File: src/ooo_channel_pkg.sv
// shared widths, depths, thresholds, enums and header/entry structs for the latency channel
package ooo_channel_pkg;

   //////////////////////////////
   // widths and depths
   //////////////////////////////
   localparam int DATA_W             = 64;
   localparam int ADDR_W             = 42;
   localparam int MDATA_W            = 16;
   localparam int TID_W              = 32;
   localparam int IN_DEPTH           = 32;
   localparam int OUT_DEPTH          = 32;
   localparam int IN_PTR_W           = $clog2(IN_DEPTH);
   localparam int OUT_PTR_W          = $clog2(OUT_DEPTH);

   // input fill above this raises full
   localparam int FULL_THRESH        = 24;
   // leaves room for one four-line burst
   localparam int OUT_ALMFULL_THRESH = 27;

   // wait stations and delay source
   localparam int NUM_STATIONS       = 16;
   localparam int SLOT_W             = $clog2(NUM_STATIONS);
   localparam int CTR_W              = 8;
   localparam int DELAY_MIN          = 15;
   localparam int DELAY_MASK         = 31;
   localparam logic [15:0] LFSR_SEED = 16'hACE1;

   //////////////////////////////
   // encodings
   //////////////////////////////
   typedef enum logic {REQ_RDLINE, REQ_WRLINE} req_type_e;
   typedef enum logic {RESP_RD, RESP_WR} resp_type_e;
   typedef enum logic [1:0] {VC_VA, VC_VL0, VC_VH0, VC_VH1} vc_e;
   typedef enum logic [1:0] {ST_IDLE, ST_COUNTDOWN, ST_READY, ST_POPPED} station_state_e;

   //////////////////////////////
   // headers and entries
   //////////////////////////////
   // request header with len 0/1/3 meaning 1/2/4 lines
   typedef struct packed {
      req_type_e           reqtype;
      vc_e                 vc;
      logic [1:0]          len;
      logic [ADDR_W-1:0]   addr;
      logic [MDATA_W-1:0]  mdata;
   } tx_hdr_t;

   // response header with clnum as the line index in the burst
   typedef struct packed {
      resp_type_e          resptype;
      vc_e                 vc;
      logic [1:0]          clnum;
      logic [MDATA_W-1:0]  mdata;
   } rx_hdr_t;

   typedef struct packed {
      tx_hdr_t             hdr;
      logic [DATA_W-1:0]   data;
      logic [TID_W-1:0]    tid;
   } req_entry_t;

   typedef struct packed {
      tx_hdr_t             txhdr;
      rx_hdr_t             rxhdr;
      logic [DATA_W-1:0]   data;
      logic [TID_W-1:0]    tid;
   } resp_entry_t;

endpackage

File: src/wait_stations.sv
// wait station slots with countdown FSMs, LFSR delay source and rotating free/ready slot search
`timescale 1ns/1ps

module wait_stations (
   input  logic                         clk,
   input  logic                         rst,
   input  logic                         push_i,
   input  ooo_channel_pkg::req_entry_t  entry_i,
   input  logic                         take_i,
   output logic                         slot_free_o,
   output logic                         ready_o,
   output ooo_channel_pkg::req_entry_t  ready_entry_o
);

   localparam int N  = ooo_channel_pkg::NUM_STATIONS;
   localparam int SW = ooo_channel_pkg::SLOT_W;

   ooo_channel_pkg::station_state_e         state [N];
   logic [ooo_channel_pkg::CTR_W-1:0]       ctr [N];
   ooo_channel_pkg::req_entry_t             slot_entry [N];

   logic [15:0]                             lfsr;
   logic [ooo_channel_pkg::CTR_W-1:0]       delay;
   logic [SW-1:0]                           push_ptr;
   logic [SW-1:0]                           pop_ptr;
   logic [N-1:0]                            idle_vec;
   logic [N-1:0]                            ready_vec;
   logic [N-1:0]                            load_vec;
   logic [SW:0]                             push_sel;
   logic [SW:0]                             pop_sel;

   // first set bit at or after start with msb flagging a hit
   function automatic logic [SW:0] find_from(input logic [N-1:0] vec,
                                             input logic [SW-1:0] start);
      logic          found;
      logic [SW-1:0] idx;
      logic [SW-1:0] pick;
      found = 1'b0;
      pick  = start;
      for (int i = 0; i < N; i++) begin
         idx = start + SW'(i);
         if (!found && vec[idx]) begin
            found = 1'b1;
            pick  = idx;
         end
      end
      return {found, pick};
   endfunction

   always_comb begin
      for (int s = 0; s < N; s++) begin
         idle_vec[s]  = (state[s] == ooo_channel_pkg::ST_IDLE);
         ready_vec[s] = (state[s] == ooo_channel_pkg::ST_READY);
      end
   end

   assign push_sel = find_from(idle_vec, push_ptr);
   assign pop_sel  = find_from(ready_vec, pop_ptr);
   assign load_vec = (push_i && push_sel[SW]) ? (N'(1) << push_sel[SW-1:0]) : '0;

   // a slot being filled this cycle no longer counts as free
   assign slot_free_o   = |(idle_vec & ~load_vec);
   assign ready_o       = pop_sel[SW];
   assign ready_entry_o = slot_entry[pop_sel[SW-1:0]];

   // delay range DELAY_MIN .. DELAY_MIN+DELAY_MASK
   assign delay = ooo_channel_pkg::CTR_W'(ooo_channel_pkg::DELAY_MIN)
                + (lfsr[ooo_channel_pkg::CTR_W-1:0]
                   & ooo_channel_pkg::CTR_W'(ooo_channel_pkg::DELAY_MASK));

   //////////////////////////////
   // payload and counters
   //////////////////////////////
   always_ff @(posedge clk) begin
      for (int s = 0; s < N; s++) begin
         if (load_vec[s]) begin
            slot_entry[s] <= entry_i;
            ctr[s]        <= delay;
         end else if (state[s] == ooo_channel_pkg::ST_COUNTDOWN && ctr[s] != '0) begin
            ctr[s] <= ctr[s] - 1'b1;
         end
      end
   end

   //////////////////////////////
   // slot FSMs and pointers
   //////////////////////////////
   always_ff @(posedge clk) begin
      if (rst) begin
         lfsr     <= ooo_channel_pkg::LFSR_SEED;
         push_ptr <= '0;
         pop_ptr  <= '0;
         for (int s = 0; s < N; s++) begin
            state[s] <= ooo_channel_pkg::ST_IDLE;
         end
      end else begin
         // x^16 + x^14 + x^13 + x^11 stepping every cycle
         lfsr <= {lfsr[14:0], lfsr[15] ^ lfsr[13] ^ lfsr[12] ^ lfsr[10]};
         if (push_i) begin
            push_ptr <= push_sel[SW-1:0] + 1'b1;
         end
         if (take_i) begin
            pop_ptr <= pop_sel[SW-1:0] + 1'b1;
         end
         for (int s = 0; s < N; s++) begin
            case (state[s])
               ooo_channel_pkg::ST_IDLE: begin
                  if (load_vec[s]) begin
                     state[s] <= ooo_channel_pkg::ST_COUNTDOWN;
                  end
               end
               ooo_channel_pkg::ST_COUNTDOWN: begin
                  // ready after delay+1 cycles
                  if (ctr[s] == '0) begin
                     state[s] <= ooo_channel_pkg::ST_READY;
                  end
               end
               ooo_channel_pkg::ST_READY: begin
                  if (take_i && pop_sel[SW-1:0] == SW'(s)) begin
                     state[s] <= ooo_channel_pkg::ST_POPPED;
                  end
               end
               default: begin
                  state[s] <= ooo_channel_pkg::ST_IDLE;
               end
            endcase
         end
      end
   end

endmodule

File: config.mk
export PLATFORM = sky130hd
export DESIGN_NAME = wait_stations
export DESIGN_NICKNAME = d
export VERILOG_FILES = /design/src/ooo_channel_pkg.sv /design/src/wait_stations.sv
export SDC_FILE = /design/constraint.sdc
export NUM_CORES = 2
export LEC_CHECK = 0
export BUFFER_PORTS_ARGS = -buffer_cell sky130_fd_sc_hd__buf_2
export CORE_UTILIZATION = 50
export CTS_BUF_LIST = sky130_fd_sc_hd__clkbuf_16
export DETAILED_ROUTE_END_ITERATION = 10
export GPL_TIMING_DRIVEN = 0
export PLACE_DENSITY = 0.66
export SLEW_MARGIN = 20
export SYNTH_ARGS = -nofsm -noshare
export SYNTH_HDL_FRONTEND = slang
export SYNTH_SLANG_ARGS = --single-unit
File: constraint.sdc
create_clock -name clk -period 34.2 [get_ports clk]
set_clock_uncertainty 0.2 [all_clocks]
set_input_delay 1.71 -clock clk [delete_from_list [all_inputs] [get_ports clk]]
set_output_delay 1.71 -clock clk [all_outputs]
set_load 0.02 [all_outputs]
Yosys cells after proc, flatten, opt, wreduce, memory -nomap -nowiden
Memory sizes are Yosys's and may differ from the RTL's.
Index checks and enable logic that the tools add are counted.
- register bits: 24
- RAM bits: 2704
- input bits: 163
- output and inout port bits: 161
- logic and storage cells: 892
- memories kept: 3
- memories (name ; words ; width ; read ports ; clocked after memory_dff ; write ports ; line ; source):
    slot_entry ; 16 ; 159 ; 1 ; 0 ; 16 ; wait_stations.sv:20 ; ooo_channel_pkg::req_entry_t slot_entry [N];
    ctr ; 16 ; 8 ; 16 ; 0 ; 16 ; wait_stations.sv:19 ; logic [ooo_channel_pkg::CTR_W-1:0] ctr [N];
    state ; 16 ; 2 ; 16 ; 0 ; 16 ; wait_stations.sv:18 ; ooo_channel_pkg::station_state_e state [N];
- add/sub/neg operators: 49
- $lt $le $gt $ge: 32
- equality and inequality tests: 47
- shift-type cells: 1
- muxes and demuxes: 513
- bitwise logic cells: 85
- reduce and logical (&&, ||, !) cells: 159
- operator list (cell ; count):
    1-bit two-way mux ; 370
    4-bit by 5-bit less-than comparator with 1-bit output (second input constant) ; 32
    1-bit binary-select mux with 4-bit select ; 32
    8-bit zero test ; 16
    2-bit two-way mux ; 64
    8-bit two-way mux ; 16
    8-bit nonzero test ; 16
    8-bit by 1-bit subtractor with 8-bit output (second input constant) ; 16
    4-bit two-way mux ; 30
    1-bit OR ; 80
    4-bit adder (second input constant) ; 16
    1-bit logical AND ; 63
    3-bit OR reduction ; 16
    4-bit by 3-bit adder with 4-bit output (second input constant) ; 8
    2-bit by 1-bit == test with 1-bit output (second input constant) ; 16
    2-bit == test (second input constant) ; 16
    4-bit == test (second input constant) ; 8
    2-bit zero test ; 16
    1-bit zero test ; 30
    4-bit by 1-bit adder with 4-bit output (second input constant) ; 4
    4-bit by 2-bit adder with 4-bit output (second input constant) ; 4
    16-bit bitwise AND ; 1
    4-bit by 3-bit == test with 1-bit output (second input constant) ; 4
    16-bit two-way mux ; 1
    8 further kinds ; 11

Logic depth before layout (Yosys ltp)
An unclocked memory read counts as a cell.
- word-level depth: 60
- gate-level depth with buffers: 24
- gate-level depth less buffers: 18

Worst setup path before layout
No wires, ideal clock.
- path type: register to register
- start: register push_ptr[1]
- end: memory ctr[0][40] in the netlist's numbering (enable)
- library setup time: 0.327 ns
- arrival: 11.696 ns
- required time: 33.673 ns
- slack: 21.977 ns
- stages on the path, launching flop included: 20
- path buffers: 5
- period minus slack after synthesis: 12.223 ns
- cells stage by stage: dfxtp_1 -> buf_2 -> inv_1 -> buf_1 -> ha_1 -> buf_2 -> inv_1 -> buf_2 -> mux4_2 -> o22ai_1 -> o21bai_1 -> mux2i_1 -> a22oi_1 -> o221ai_1 -> a221oi_2 -> a21oi_2 -> or2_1 -> buf_2 -> nor2_1 -> or2_2
- RTL lines (item ; line ; source):
    start: declaration ; wait_stations.sv:24 ; logic [SW-1:0] push_ptr;
    start signal: assignment ; wait_stations.sv:100 ; push_ptr <= push_sel[SW-1:0] + 1'b1;
    end: declaration ; wait_stations.sv:19 ;

==> results.tsv <==
metric	value	unit
status	complete, no violations	
gr usage total	0.263	
Sequential cell area	0.0817	mm^2
post-synthesis instance total	5602	
simple-gate area share of the yosys netlist	0.0383	
initial antenna violation count	74	
Max Slew Vio Count	0	
post-CTS sizing	0	
Final Net Count	6565	
crit-path max FO	13	
Final setup viols	0	
Setup CP Type	register to primary output	
CTS Root Cell	clkbuf_16	
WL per Instance	30.9	um
Arrival @ worst endpoint	8.83	ns
main combinational cell family by area after synthesis	multiplexers	
Starting DRT DRC Count	6883	
mapped cell area	0.111	mm^2
initial core utilization	0.504	
R2R Path Start	push_ptr[1]$_SDFFE_PP0P_	
Worst Path Required	32.29	ns
via count	60200	
Final Critical Period	10.74	ns
top_reg_cell synth	edfxtp_1	
largest net degree at the start of global routing	68	
count leader, synth	edfxtp_1	
Final Cycle Share	0.314	
Synth Area in Adders	0.00587	
GPL Wtd Cong	0.876	
placed instance count	9015	
HPWL after DPL	188000	um
grt ovf	0	
post-synthesis mux area share	0.149	
Die W	473	um
clock sinks	2728	
RSZ-0062 raised after global routing	false	
asr flop ratio synth	0	
HP Start	lfsr[6]$_SDFF_PP1_	
Post-Syn Nets	5817	
area grow syn2layout	15.7	%
Worst Setup End Kind	primary output	
EDFF count, synth	2704	
fillers	16200	
max-cap violations	0	
Avg Inst Size Synth	19.8	um^2
Worst Setup SP	pop_ptr[1]$_SDFFE_PP0P_	
Post-Synth XOR/XNOR Area	0.0105	
ranking of synthesized cells by area	edfxtp_1 (73%), mux4_2 (14%), a22oi_1 (2.2%)	
setup TNS	0	ns
Max Buffers Root-to-Sink	4	
final hold violation count	0	
post-CTS setup buffers	0	
critical path launch point type	register	
area of the core	0.220	mm^2
die span in y	473	um
Ports	324	
Rows	172	
H-tree Lvls	5	
Fmax	93.1	MHz
Hold Crit Class	register to register	
synth warn	0	
Clock Latency Late Sink	0.94	ns
final wirelength	294000	um
Post-DRT Antenna Nets	0	
multi-input combinational cell area	0.0274	mm^2
Synth top cells by count	edfxtp_1 (2,704), mux4_2 (683), a22oi_1 (323)	
Post-CTS Hold Buffers	0	
DIE AREA	0.224	mm^2
final cell count without fillers	9531	
sequential fraction of the synthesis area	0.737	
Synth cell types	112	
share of the synthesized area in the top cell type	0.732	
vias in the first global route	60000	
CTS tree	yes	
mean number of vias per cell	6.31	
Synth area leader	edfxtp_1	
PortBufs	323	
Yosys reg bits	2728	
Slew @ Worst Pin	1.10	ns
CTS buffer count	291	
first-pass GRT wire length	423000	um
Clock transition at path regs	0.06	ns
number of detailed-route iterations in the first pass	8	
DRC violations left	0	
Compound-Gate Fraction of Synth Area	0.0431	
layout cells sized above 1	0.271	
Max-slew headroom	0.258	
[area by class of cell]
type                    count  area share
repair buffers            455      0.0364
flip-flops and latches   2728       0.637
plain buffers             308      0.0122
inverters                  74     0.00252
clock inverters           201      0.0113
multi-input cells        2492       0.214
clock buffers             297      0.0579
diodes                     18    0.000351
well taps                2958      0.0288
[stage by stage]
step	area, um^2	hold WS (ns)	utilization	setup slack, ns
finish	128000	0.216	0.583	23.46
global route	128000	0.225	0.583	23.18
CTS	128000	0.205	0.583	23.54
detailed placement	119000	0.203	0.543	24.58
global placement	116000	0.196	0.528	10.70
floorplan	111000	0.189	-	21.98
[registers in the layout (all words and copies together), names as in the netlist]
name,cells
slot_entry,2544
ctr,128
state,32
lfsr,16
pop_ptr,4
push_ptr,4
[worst max-delay path: stages, from the launching register on]
cell and delay, ns:
dfxtp_1 0.52, inv_1 0.17, clkbuf_1 0.42, ha_1 0.44, clkbuf_1 0.38, clkbuf_1 0.57, mux4_2 0.40, mux2i_1 0.38
o21ba_2 0.28, nand2_2 0.13, inv_1 0.16, a21oi_1 0.08, o32ai_1 0.35, o221a_2 0.26, o31a_1 0.13, buf_2 0.28
clkbuf_1 0.83, clkbuf_1 0.83, mux4_2 0.41, a22oi_1 0.22, nand2_1 0.32, buf_2 0.28
[path summary, 6_finish.rpt]
| path | endpoint | slack [ns] | cells after the start |
|---|---|---|---|
| max | ready_entry_o[114] | 23.46 | 21 |
| min | lfsr[7]$_SDFF_PP1_ | 0.22 | 1 |
| max reg2reg | slot_entry[15][41]$_DFFE_PP_ | 26.20 | 19 |
| min reg2reg | lfsr[7]$_SDFF_PP1_ | 0.22 | 1 |
[cells by family (layout without fill, tap and decap cells)]
family,count (synthesis),in the layout
other cells,0,18
simple gates,862,862
fa+ha+maj,52,52
mux,787,787
compound gates,661,661
buf+inv,382,1335
xor+xnor,130,130
flops,2728,2728
[layer usage]
metal	track usage	part of all wire
met3	0.0532	0.084
met4	0.0821	0.032
met5	0	0.0011
met1	0.364	0.40
met2	0.424	0.49
[cells in the final DEF (no fill, tap or decap), types with 52 or more instances in the layout]
cell,count
buf_4,67
xnor2_1,72
clkinv_1,57
buf_2,379
clkbuf_1,151
inv_1,125
clkbuf_16,297
nand2_1,285
nor3_1,59
xor2_1,54
buf_12,75
buf_16,56
a22oi_1,323
ha_1,52
nor2_1,190
o21ai_0,52
a21oi_1,100
mux4_2,683
mux2i_1,81
edfxtp_1,2704
Power is not shown: default switching activity piles up to over one toggle a cycle in this logic, so the estimate is an artifact.
