===== src/ooo_channel_pkg.sv =====
// shared widths, depths, thresholds, enums and header/entry structs for the latency channel
package ooo_channel_pkg;

   //////////////////////////////
   // widths and depths
   //////////////////////////////
   localparam int DATA_W             = 64;
   localparam int ADDR_W             = 42;
   localparam int MDATA_W            = 16;
   localparam int TID_W              = 32;
   localparam int IN_DEPTH           = 32;
   localparam int OUT_DEPTH          = 32;
   localparam int IN_PTR_W           = $clog2(IN_DEPTH);
   localparam int OUT_PTR_W          = $clog2(OUT_DEPTH);

   // input fill above this raises full
   localparam int FULL_THRESH        = 24;
   // leaves room for one four-line burst
   localparam int OUT_ALMFULL_THRESH = 27;

   // wait stations and delay source
   localparam int NUM_STATIONS       = 16;
   localparam int SLOT_W             = $clog2(NUM_STATIONS);
   localparam int CTR_W              = 8;
   localparam int DELAY_MIN          = 15;
   localparam int DELAY_MASK         = 31;
   localparam logic [15:0] LFSR_SEED = 16'hACE1;

   //////////////////////////////
   // encodings
   //////////////////////////////
   typedef enum logic {REQ_RDLINE, REQ_WRLINE} req_type_e;
   typedef enum logic {RESP_RD, RESP_WR} resp_type_e;
   typedef enum logic [1:0] {VC_VA, VC_VL0, VC_VH0, VC_VH1} vc_e;
   typedef enum logic [1:0] {ST_IDLE, ST_COUNTDOWN, ST_READY, ST_POPPED} station_state_e;

   //////////////////////////////
   // headers and entries
   //////////////////////////////
   // request header with len 0/1/3 meaning 1/2/4 lines
   typedef struct packed {
      req_type_e           reqtype;
      vc_e                 vc;
      logic [1:0]          len;
      logic [ADDR_W-1:0]   addr;
      logic [MDATA_W-1:0]  mdata;
   } tx_hdr_t;

   // response header with clnum as the line index in the burst
   typedef struct packed {
      resp_type_e          resptype;
      vc_e                 vc;
      logic [1:0]          clnum;
      logic [MDATA_W-1:0]  mdata;
   } rx_hdr_t;

   typedef struct packed {
      tx_hdr_t             hdr;
      logic [DATA_W-1:0]   data;
      logic [TID_W-1:0]    tid;
   } req_entry_t;

   typedef struct packed {
      tx_hdr_t             txhdr;
      rx_hdr_t             rxhdr;
      logic [DATA_W-1:0]   data;
      logic [TID_W-1:0]    tid;
   } resp_entry_t;

endpackage


===== src/line_unroller.sv =====
// takes one ready slot and emits its cache lines one per cycle with response headers
`timescale 1ns/1ps

module line_unroller (
   input  logic                          clk,
   input  logic                          rst,
   input  logic                          ready_i,
   input  ooo_channel_pkg::req_entry_t   ready_entry_i,
   input  logic                          almfull_i,
   output logic                          take_o,
   output logic                          line_push_o,
   output ooo_channel_pkg::resp_entry_t  line_o
);

   ooo_channel_pkg::req_entry_t cur;
   logic                        busy;
   logic [1:0]                  line_cnt;

   // one burst in flight at most
   assign take_o      = !busy && ready_i && !almfull_i;
   assign line_push_o = busy;

   // line k of the latched request
   always_comb begin
      line_o.txhdr       = cur.hdr;
      line_o.txhdr.addr  = cur.hdr.addr + ooo_channel_pkg::ADDR_W'(line_cnt);
      line_o.rxhdr.resptype = (cur.hdr.reqtype == ooo_channel_pkg::REQ_RDLINE) ?
                              ooo_channel_pkg::RESP_RD : ooo_channel_pkg::RESP_WR;
      line_o.rxhdr.vc    = cur.hdr.vc;
      line_o.rxhdr.clnum = line_cnt;
      line_o.rxhdr.mdata = cur.hdr.mdata;
      line_o.data        = cur.data;
      line_o.tid         = cur.tid;
   end

   // latched request
   always_ff @(posedge clk) begin
      if (take_o) begin
         cur <= ready_entry_i;
      end
   end

   always_ff @(posedge clk) begin
      if (rst) begin
         busy     <= 1'b0;
         line_cnt <= '0;
      end else if (take_o) begin
         busy     <= 1'b1;
         line_cnt <= '0;
      end else if (busy) begin
         line_cnt <= line_cnt + 1'b1;
         // len is last line index
         if (line_cnt == cur.hdr.len) begin
            busy <= 1'b0;
         end
      end
   end

endmodule


===== config.mk =====
export PLATFORM = sky130hd
export DESIGN_NAME = line_unroller
export DESIGN_NICKNAME = d
export VERILOG_FILES = /design/src/ooo_channel_pkg.sv /design/src/line_unroller.sv
export SDC_FILE = /design/constraint.sdc
export NUM_CORES = 1
export LEC_CHECK = 0
export ABC_CLOCK_PERIOD_IN_PS = 20900
export BUFFER_PORTS_ARGS = -buffer_cell sky130_fd_sc_hd__buf_4
export CORE_UTILIZATION = 40
export CTS_BUF_LIST = sky130_fd_sc_hd__clkbuf_8
export CTS_CLUSTER_DIAMETER = 200
export DETAILED_ROUTE_END_ITERATION = 12
export GPL_TIMING_DRIVEN = 0
export PLACE_DENSITY = 0.69
export SLEW_MARGIN = 30
export SYNTH_ARGS = -nofsm -noshare
export SYNTH_HDL_FRONTEND = slang
export SYNTH_SLANG_ARGS = --single-unit

===== constraint.sdc =====
create_clock -name clk -period 20.9 [get_ports clk]
set_clock_uncertainty 0.2 [all_clocks]
set_input_delay 2.09 -clock clk [delete_from_list [all_inputs] [get_ports clk]]
set_output_delay 2.09 -clock clk [all_outputs]
set_load 0.005 [all_outputs]

-- After elaboration in Yosys (flattened, before gate mapping)
Cells that the tools add are included.
- bits in registers: 162
- input port bits: 163
- output and inout bits: 182
- word-level logic and storage cells: 21
- $add $sub $neg: 2
- equal/unequal tests: 1
- mux-type cells: 4
- reduce and logical (&&, ||, !) cells: 5
- operators with widths (cell ; count):
    $add 42x2->42 ; 1
    $mux 1 ; 4
    $add 2x1->2 const B ; 1
    $eq 2x2->1 ; 1
    $logic_and 1x1->1 ; 2
    $logic_not 1->1 ; 2
    $reduce_or 2->1 ; 1

-- Longest topological paths before layout
Gate-level depths: netlist of run 1.
- depth after elaboration: 4
- depth in mapped cells: 8

-- Least setup slack after synthesis of run 1
Ideal clock, no wire load.
- kind: input -> output
- from: input almfull_i
- to: output take_o
- data arrival time: 13.765 ns
- data required time: 18.610 ns
- slack: 4.845 ns
- stages on the path: 1
- buffers on the path: 0
- cell sequence: nor3b_1
- cells in the longest elaborated chain, start to end: 2
- RTL lines (what ; line ; source):
    from (decl) ; line_unroller.sv:9 ; input logic almfull_i,
    $logic_not 1->1 ; line_unroller.sv:20 ; assign take_o = !busy && ready_i && !almfull_i;
    $logic_and 1x1->1 ; line_unroller.sv:20 ;
    to (decl) ; line_unroller.sv:10 ; output logic take_o,
Every way passes these cells.

-- Worst setup path in the final report of run 1
Same ends and word-level chain as after synthesis.

==> parameters.txt, run 1 <==
Parameter                              Value

Worst setup path
  Required time at the worst-slack endpoint ... between 15 and 20 ns
  Most Frequent Cell on Critical Path ... sky130_fd_sc_hd__buf_4
  Critical path arrival ... a little over 4 ns
  Max stage delay on crit path ... about 0.55 ns
  Bufs and invs on worst path ... 8
  Critical-path maximum fanout ... 11
  Cell-by-cell listing of the critical path ... buf_4 -> nor3b_2 -> buf_4 -> buf_4 -> buf_4 -> buf_4 -> buf_4 -> buf_4 -> buf_4
  CP endpoint kind ... output port
  Element type at the critical path start ... primary input
  Logic depth of the worst setup path including buffers ... 9
  Path type of the worst setup path ... primary input to output port
  Top cell family by delay on the critical path ... buffers and inverters
  Depth of the worst register-to-register path ... 9
  Critical-path top delay cell ... sky130_fd_sc_hd__nor3b_2

Place
  Placed insts ... a little over 1k
  Estimated wirelength of the detail-placed design ... approximately 14,000 microns
  Port Buf Inserts ... roughly 340
  RePlAce Congestion ... roughly 0.86
  Post-Place Cell Area ... 0.00985 sq mm

Synthesis
  Post-Syn Area ... between 0.006 and 0.007 sq mm
  Count of flip-flops with a built-in enable after synthesis ... roughly 160
  Number of synthesis warnings ... 0
  Portion of synthesized cell area occupied by the leading cell type ... roughly 70%
  Most used DFF post-synth ... sky130_fd_sc_hd__edfxtp_1
  Mapped Cells ... 445
  Leading area contributor after synthesis ... sky130_fd_sc_hd__edfxtp_1
  Proportion of synthesized chip area in sequential cells ... between 70% and 80%
  Post-Syn Nets ... 611
  Count of different cell masters after synthesis ... 31
  Share of async-settable or async-resettable flops after synthesis ... 0%
  Post-Synthesis Mean Instance Area ... ~15 sq um
  Most area-consuming cells after synthesis ... sky130_fd_sc_hd__edfxtp_1 70%, sky130_fd_sc_hd__buf_4 15%, sky130_fd_sc_hd__xnor2_1 3.1%
  Synth Register Bits ... 162

Cells and area
  Most common library cell in the layout ignoring fill and taps ... sky130_fd_sc_hd__buf_4
  Most frequent cells in the layout ... 499 x sky130_fd_sc_hd__buf_4, 159 x sky130_fd_sc_hd__edfxtp_1, 24 x sky130_fd_sc_hd__xnor2_1
  Fin util ... between 60 and 70%
  Post-route cell area ... just over 0.01 sq mm
  Final standard cell count with taps included and fillers excluded ... about 1.1k
  Synth-to-layout area growth ... 49.4%
  Fill cell total of the finished layout ... between 1k and 1.5k
  Proportion of layout cells with a drive suffix above 1 ... 64.2%
  Number of nets in the layout ... roughly 1,000
  Antenna Diode Count ... 0

Timing
  Highest clock frequency the design can meet ... about 160 MHz
  RSZ-0062 raised after global routing ... no
  Worst slew pin tran ... between 0.6 and 0.7 ns
  # setup viols final ... 0
  Fin Hold WS ... approximately 0.4 ns
  Number of pins exceeding their max-slew limit in the final report ... 0
  Worst slew margin relative to its limit ... a little under three fifths
  Final period utilization ... between 30% and 40%
  Endpoints failing hold ... 0
  Final min period ... 6.43 ns

Routing
  Detail-routed net length per standard cell ... ~16 microns
  Number of optimization iterations in the first detailed-route pass ... 4
  Initial detailed-routing violation count ... 117
  Overall via count from detail_route ... 4,601
  DR DRC count ... 0
  Total Routed Length ... 17,100 microns
  Routed vias/inst ... between 4 and 5
  Remaining number of nets flagged by the antenna check after routing ... 0

GRT
  Congestion Overflow GR ... 0
  Wire length of the first global-routing pass ... ~26,000 microns
  Via count of the first global-routing pass ... just under 5k
  Antenna violations before repair ... 0
  Largest net degree at the start of global routing ... 17
  Tot GR Track Use ... 19.9%

Power
  Switching power as a share of total power ... between 20% and 30%
  Lkg Pwr ... between 4 and 5 nW
  Clock Power Share ... a little under a third
  Peak supply drop ... 0.0000640 V
  P per Cell Area ... 66.5 mW/mm^2
  Part of the power in combinational logic ... 11.9%
  Net Switching ... ~0.00016 W
  Internal Power ... around 0.00052 W
  Sequential group share of total power ... 56.1%

Clock network
  Total CTS buffers ... 17
  # resized after CTS ... 0
  Buffer type at the clock tree root ... sky130_fd_sc_hd__clkbuf_8
  Clock insertion delay at the later pin of the skew report ... ~0.44 ns
  Maximum buffer depth of the clock tree ... 2
  Count of hold-fix buffers inserted at cts ... 0
  CTS tree ... yes
  Post-CTS setup buffers ... 0
  Post-CTS clock slew at the launch and capture registers of the worst setup and hold paths ... ~0.09 ns
  H-tree Lvls ... 4
  Clock tree sinks ... around 160

Die
  Count of pins on the block boundary ... 345
  Rows ... 47
  Overall die area ... approximately 0.018 sq mm
  Die Y ... approximately 130 microns
  Placeable core area ... roughly 0.017 sq mm
  Die Span X ... 133 microns
  Effective utilization at floorplan ... between 40% and 50%

Job
  Count of maximum capacitance violations ... 0

Run status
  Result of the run ... finished, final reports clean

Worst hold path
  Worst Hold Class ... register to register
  Count of cells along the worst hold path ... 2
[layer usage]
metal / wire [microns] / vias to the layer above / global-route usage (%)
met3: 1570 / 28 / 9.20
met5: 0 / - / 0
li1: - / 2208 / -
met4: 409 / 0 / 7.60
met1: 5760 / 2155 / 19.1
met2: 9340 / 210 / 36.7
[cells in the mapped netlist (2+ instances only)]
library cell and count:
sky130_fd_sc_hd__and2_1 2, sky130_fd_sc_hd__and3_1 5, sky130_fd_sc_hd__and4_1 3, sky130_fd_sc_hd__buf_4 137, sky130_fd_sc_hd__dfxtp_1 3, sky130_fd_sc_hd__edfxtp_1 159
sky130_fd_sc_hd__ha_1 2, sky130_fd_sc_hd__inv_1 7, sky130_fd_sc_hd__nand2_1 18, sky130_fd_sc_hd__nand3_1 16, sky130_fd_sc_hd__nand4_1 7, sky130_fd_sc_hd__nor2_1 12
sky130_fd_sc_hd__nor3_1 12, sky130_fd_sc_hd__nor4_1 2, sky130_fd_sc_hd__nor4_2 2, sky130_fd_sc_hd__xnor2_1 24, sky130_fd_sc_hd__xor2_1 20
[path summary, 6_finish.rpt]
check,from,to,slack [ns]
setup / recovery,almfull_i,take_o,14.47
setup reg to reg,line_push_o,line_o[15],17.71
hold reg to reg,line_push_o,line_push_o,0.41
hold / removal,line_push_o,line_push_o,0.41
[worst register-to-register path, cell delays in order (launching register included)]
cell,delay [ns]
sky130_fd_sc_hd__dfxtp_1,0.38
sky130_fd_sc_hd__nor3b_2,0.60
sky130_fd_sc_hd__buf_4,0.31
sky130_fd_sc_hd__buf_4,0.21
sky130_fd_sc_hd__buf_4,0.22
sky130_fd_sc_hd__buf_4,0.22
sky130_fd_sc_hd__buf_4,0.21
sky130_fd_sc_hd__buf_4,0.20
sky130_fd_sc_hd__buf_6,0.17
sky130_fd_sc_hd__buf_4,0.20
[final cells by class]
cell class	count	area, sq um	area share [%]
Sequential cell	162	4830	47.3
Timing Repair Buffer	363	2730	26.7
Buffer	139	1040	10.2
Multi-Input combinational cell	137	938	9.19
Tap cell	220	275	2.69
Clock buffer	17	234	2.29
Clock inverter	15	133	1.30
Inverter	7	26.3	0.257
[cell families after synthesis]
family          synth area share (%)
flops                           70.7
xor+xnor                        5.63
buf+inv                         15.7
fa+ha+maj                      0.659
simple gates                    7.17
compound gates                 0.183
[sequential cells by signal, indices dropped and copies added, names as in the netlist]
register	count
line_push_o	1
line_o	117
line_cnt	2
cur	42
[power groups by stage]
stage                     clock network, W  logic [W]  registers (W)
after CTS                         0.000224  0.0000822       0.000381
final                             0.000217  0.0000811       0.000381
after detailed placement                 0  0.0000819       0.000388
after global placement                   0  0.0000771       0.000397
after floorplan                          0  0.0000279       0.000393
after global routing              0.000238  0.0000871       0.000383
[through the flow]
stage          total power [W]  setup TNS [ns]  worst slack (ns)
5_1_grt               0.000707               0             14.28
4_1_cts               0.000688               0             14.42
2_1_floorplan         0.000421               0              4.84
3_5_place_dp          0.000470               0             14.41
3_3_place_gp          0.000474          -0.682            -0.682
6_report              0.000679               0             14.47
Power figures use the tool's default switching activity.
==> inputs of run 2 (changes only) <==
--- a/config.mk
+++ b/config.mk
@@ -5,7 +5,7 @@
 export SDC_FILE = /design/constraint.sdc
 export NUM_CORES = 1
 export LEC_CHECK = 0
-export ABC_CLOCK_PERIOD_IN_PS = 20900
+export ABC_CLOCK_PERIOD_IN_PS = 6100
 export BUFFER_PORTS_ARGS = -buffer_cell sky130_fd_sc_hd__buf_4
 export CORE_UTILIZATION = 40
 export CTS_BUF_LIST = sky130_fd_sc_hd__clkbuf_8
==> constraint.sdc (replaced) <==
create_clock -name clk -period 6.1 [get_ports clk]
set_clock_uncertainty 0.2 [all_clocks]
set_input_delay 0.61 -clock clk [delete_from_list [all_inputs] [get_ports clk]]
set_output_delay 0.61 -clock clk [all_outputs]
set_load 0.005 [all_outputs]
==> parameters.txt, run 2 (synthesized netlist as in run 1, its figures left out) <==
Parameter                              Value

Clock network
  CTS tree ... yes
  # resized after CTS ... 0 (unchanged)
  Clock insertion delay at the later pin of the skew report ... 0.44 ns (about the same)
  Total CTS buffers ... 17 (unchanged)
  Clock tree sinks ... 162 (unchanged)
  Post-CTS clock slew at the launch and capture registers of the worst setup and hold paths ... 0.10 ns (about the same)
  Buffer type at the clock tree root ... sky130_fd_sc_hd__clkbuf_8
  Maximum buffer depth of the clock tree ... 2 (unchanged)
  H-tree Lvls ... 4 (unchanged)
  Count of hold-fix buffers inserted at cts ... 0 (unchanged)
  Post-CTS setup buffers ... 0 (unchanged)

Worst hold path
  Startpoint of the tightest hold check path ... rst
  Worst Hold Class ... primary input to register
  Count of cells along the worst hold path ... 2 (unchanged)

Routing
  Routed vias/inst ... 4.42 (+1.9%)
  DR DRC count ... 0 (unchanged)
  Number of optimization iterations in the first detailed-route pass ... 6 (+2)
  Detail-routed net length per standard cell ... 16.5 microns (+2.5%)
  Initial detailed-routing violation count ... 168 (+44%)
  Overall via count from detail_route ... 4,656 (+1.2%)
  Total Routed Length ... 17,400 microns (+1.8%)
  Remaining number of nets flagged by the antenna check after routing ... 0 (unchanged)

Cells and area
  Number of nets in the layout ... 986 (-0.70%)
  Most frequent cells in the layout ... 481 x sky130_fd_sc_hd__buf_4, 159 x sky130_fd_sc_hd__edfxtp_1, 24 x sky130_fd_sc_hd__xnor2_1
  Synth-to-layout area growth ... 49.9%
  Most common library cell in the layout ignoring fill and taps ... sky130_fd_sc_hd__buf_4
  Antenna Diode Count ... 0 (unchanged)
  Number of flip-flops in the largest register ... 117 (unchanged)
  Fill cell total of the finished layout ... 1,331 (+0.30%)
  Proportion of layout cells with a drive suffix above 1 ... 64.2% (about the same)

Timing
  Fin Hold WS ... 0.125 ns (-0.283 ns)
  Worst slew margin relative to its limit ... 50.0% (-5.9 points)
  Highest clock frequency the design can meet ... between 200 and 300 MHz
  Final min period ... 3.80 ns
  Number of pins exceeding their max-slew limit in the final report ... 0 (unchanged)
  Final period utilization ... around 62%
  Worst slew pin tran ... 0.749 ns (+0.0903 ns)
  RSZ-0062 raised after global routing ... no
  # setup viols final ... 0 (unchanged)
  Endpoints failing hold ... 0 (unchanged)

Worst setup path
  Critical-path maximum fanout ... 6 (-5)
  Element type at the critical path start ... register
  Critical path arrival ... 2.99 ns (-1.15 ns)
  Reg-to-reg setup timing slack ... 3.66 ns (-14.05 ns)
  Depth of the worst register-to-register path ... 5 (-4)
  Path type of the worst setup path ... register to output port
  Logic depth of the worst setup path including buffers ... 9 (unchanged)
  Critical Path End ... line_o[173]
  Top cell family by delay on the critical path ... simple AND/OR/NAND/NOR gates
  Bufs and invs on worst path ... 2 (-6)
  Cell-by-cell listing of the critical path ... ha_1 -> fa_1 -> nand3_1 -> or2_1 -> buf_6 -> or4_4 -> nor4_2 -> xor2_1 -> buf_4
  Critical-path top delay cell ... sky130_fd_sc_hd__or4_4
  Required time at the worst-slack endpoint ... 5.29 ns (-13.32 ns)
  CP endpoint kind ... output port
  End of the worst register-to-register path ... line_o[47]
  Timing startpoint of the critical path ... line_cnt[0]
  Worst reg2reg startpoint ... line_push_o
  Max stage delay on crit path ... 0.52 ns (-0.03 ns)

Place
  Estimated wirelength of the detail-placed design ... 14,000 microns (+1.0%)
  RePlAce Congestion ... 0.848 (-1.4%)
  Port Buf Inserts ... 344 (unchanged)

Job
  Count of maximum capacitance violations ... 0 (unchanged)

Power
  P per Cell Area ... 232 mW/mm^2 (+250%)
  Peak supply drop ... 0.000194 V (+200%)
  Lkg Pwr ... 4.47 nW (-0.29%)
  Total power ... 0.00238 W (+250%)

Die
  Effective utilization at floorplan ... 41.1% (unchanged)
  Die Y ... 133 microns (unchanged)
  Die Span X ... 133 microns (unchanged)
  Count of pins on the block boundary ... 345 (unchanged)
  Placeable core area ... 0.0166 sq mm (unchanged)
  Rows ... 47 (unchanged)
  Overall die area ... 0.0176 sq mm (unchanged)

GRT
  Tot GR Track Use ... 20.2% (+0.35 points)
  Largest net degree at the start of global routing ... 18 (+1)
  Congestion Overflow GR ... 0 (unchanged)
  Via count of the first global-routing pass ... 5,019 (+3.5%)
  Antenna violations before repair ... 0 (unchanged)
  Wire length of the first global-routing pass ... 26,700 microns (+2.6%)

Run status
  Result of the run ... finished, final reports clean
run 2: per-layer routing:
metal,global-route usage (%),part of all wire [%],vias to the layer above
li1,-,-,2194
met3,7.78,8.5,38
met1,20.4,34,2217
met2,36.7,54,207
met4,9.39,3.5,0
met5,0,0,-
run 2: worst register-to-register path: cells and delay by family (launching register included):
| kind | cells | cell delay, ns |
|---|---|---|
| buffers and inverters | 4 | 0.87 |
| flip-flops | 1 | 0.40 |
| AND/OR/NAND/NOR | 1 | 0.68 |
run 2: layout make-up:
| class | count | area (sq um) | share of cell area [%] |
|---|---|---|---|
| Tap cell | 220 | 275 | 2.68 |
| Sequential cell | 162 | 4830 | 47.2 |
| Inverter | 7 | 26.3 | 0.256 |
| Buffer | 139 | 1040 | 10.2 |
| Clock buffer | 17 | 234 | 2.28 |
| Timing Repair Buffer | 356 | 2730 | 26.6 |
| Clock inverter | 15 | 168 | 1.64 |
| Multi-Input combinational cell | 137 | 945 | 9.21 |
run 2: how the worst min path moves through the flow:
| stage | endpoint | slack (ns) |
|---|---|---|
| after CTS | line_o[79] | 0.09 |
| after detailed placement | line_cnt[0] | 0.40 |
| after floorplan | line_cnt[0] | 0.37 |
| final | line_push_o | 0.12 |
| after global placement | line_cnt[0] | 0.38 |
| after global routing | line_o[79] | 0.08 |
run 2: where the power goes:
group | internal (W) | switching [W]
registers | 0.00128 | 0.0000247
clock network | 0.000345 | 0.000450
logic | 0.000187 | 0.0000924
total | 0.00181 | 0.000567
run 2: per-stage QoR:
stage / utilization [%] / area (sq um) / worst slack [ns] / TNS [ns] / cells
after floorplan: - / 6850 / 0.653 / 0 / 445
after global placement: 58.3 / 9710 / -1.35 / -123.06 / 1009
after detailed placement: 59.2 / 9850 / 2.78 / 0 / 1021
after CTS: 61.6 / 10300 / 2.24 / 0 / 1053
after global routing: 61.6 / 10300 / 2.09 / 0 / 1053
final: 61.6 / 10300 / 2.30 / 0 / 1053
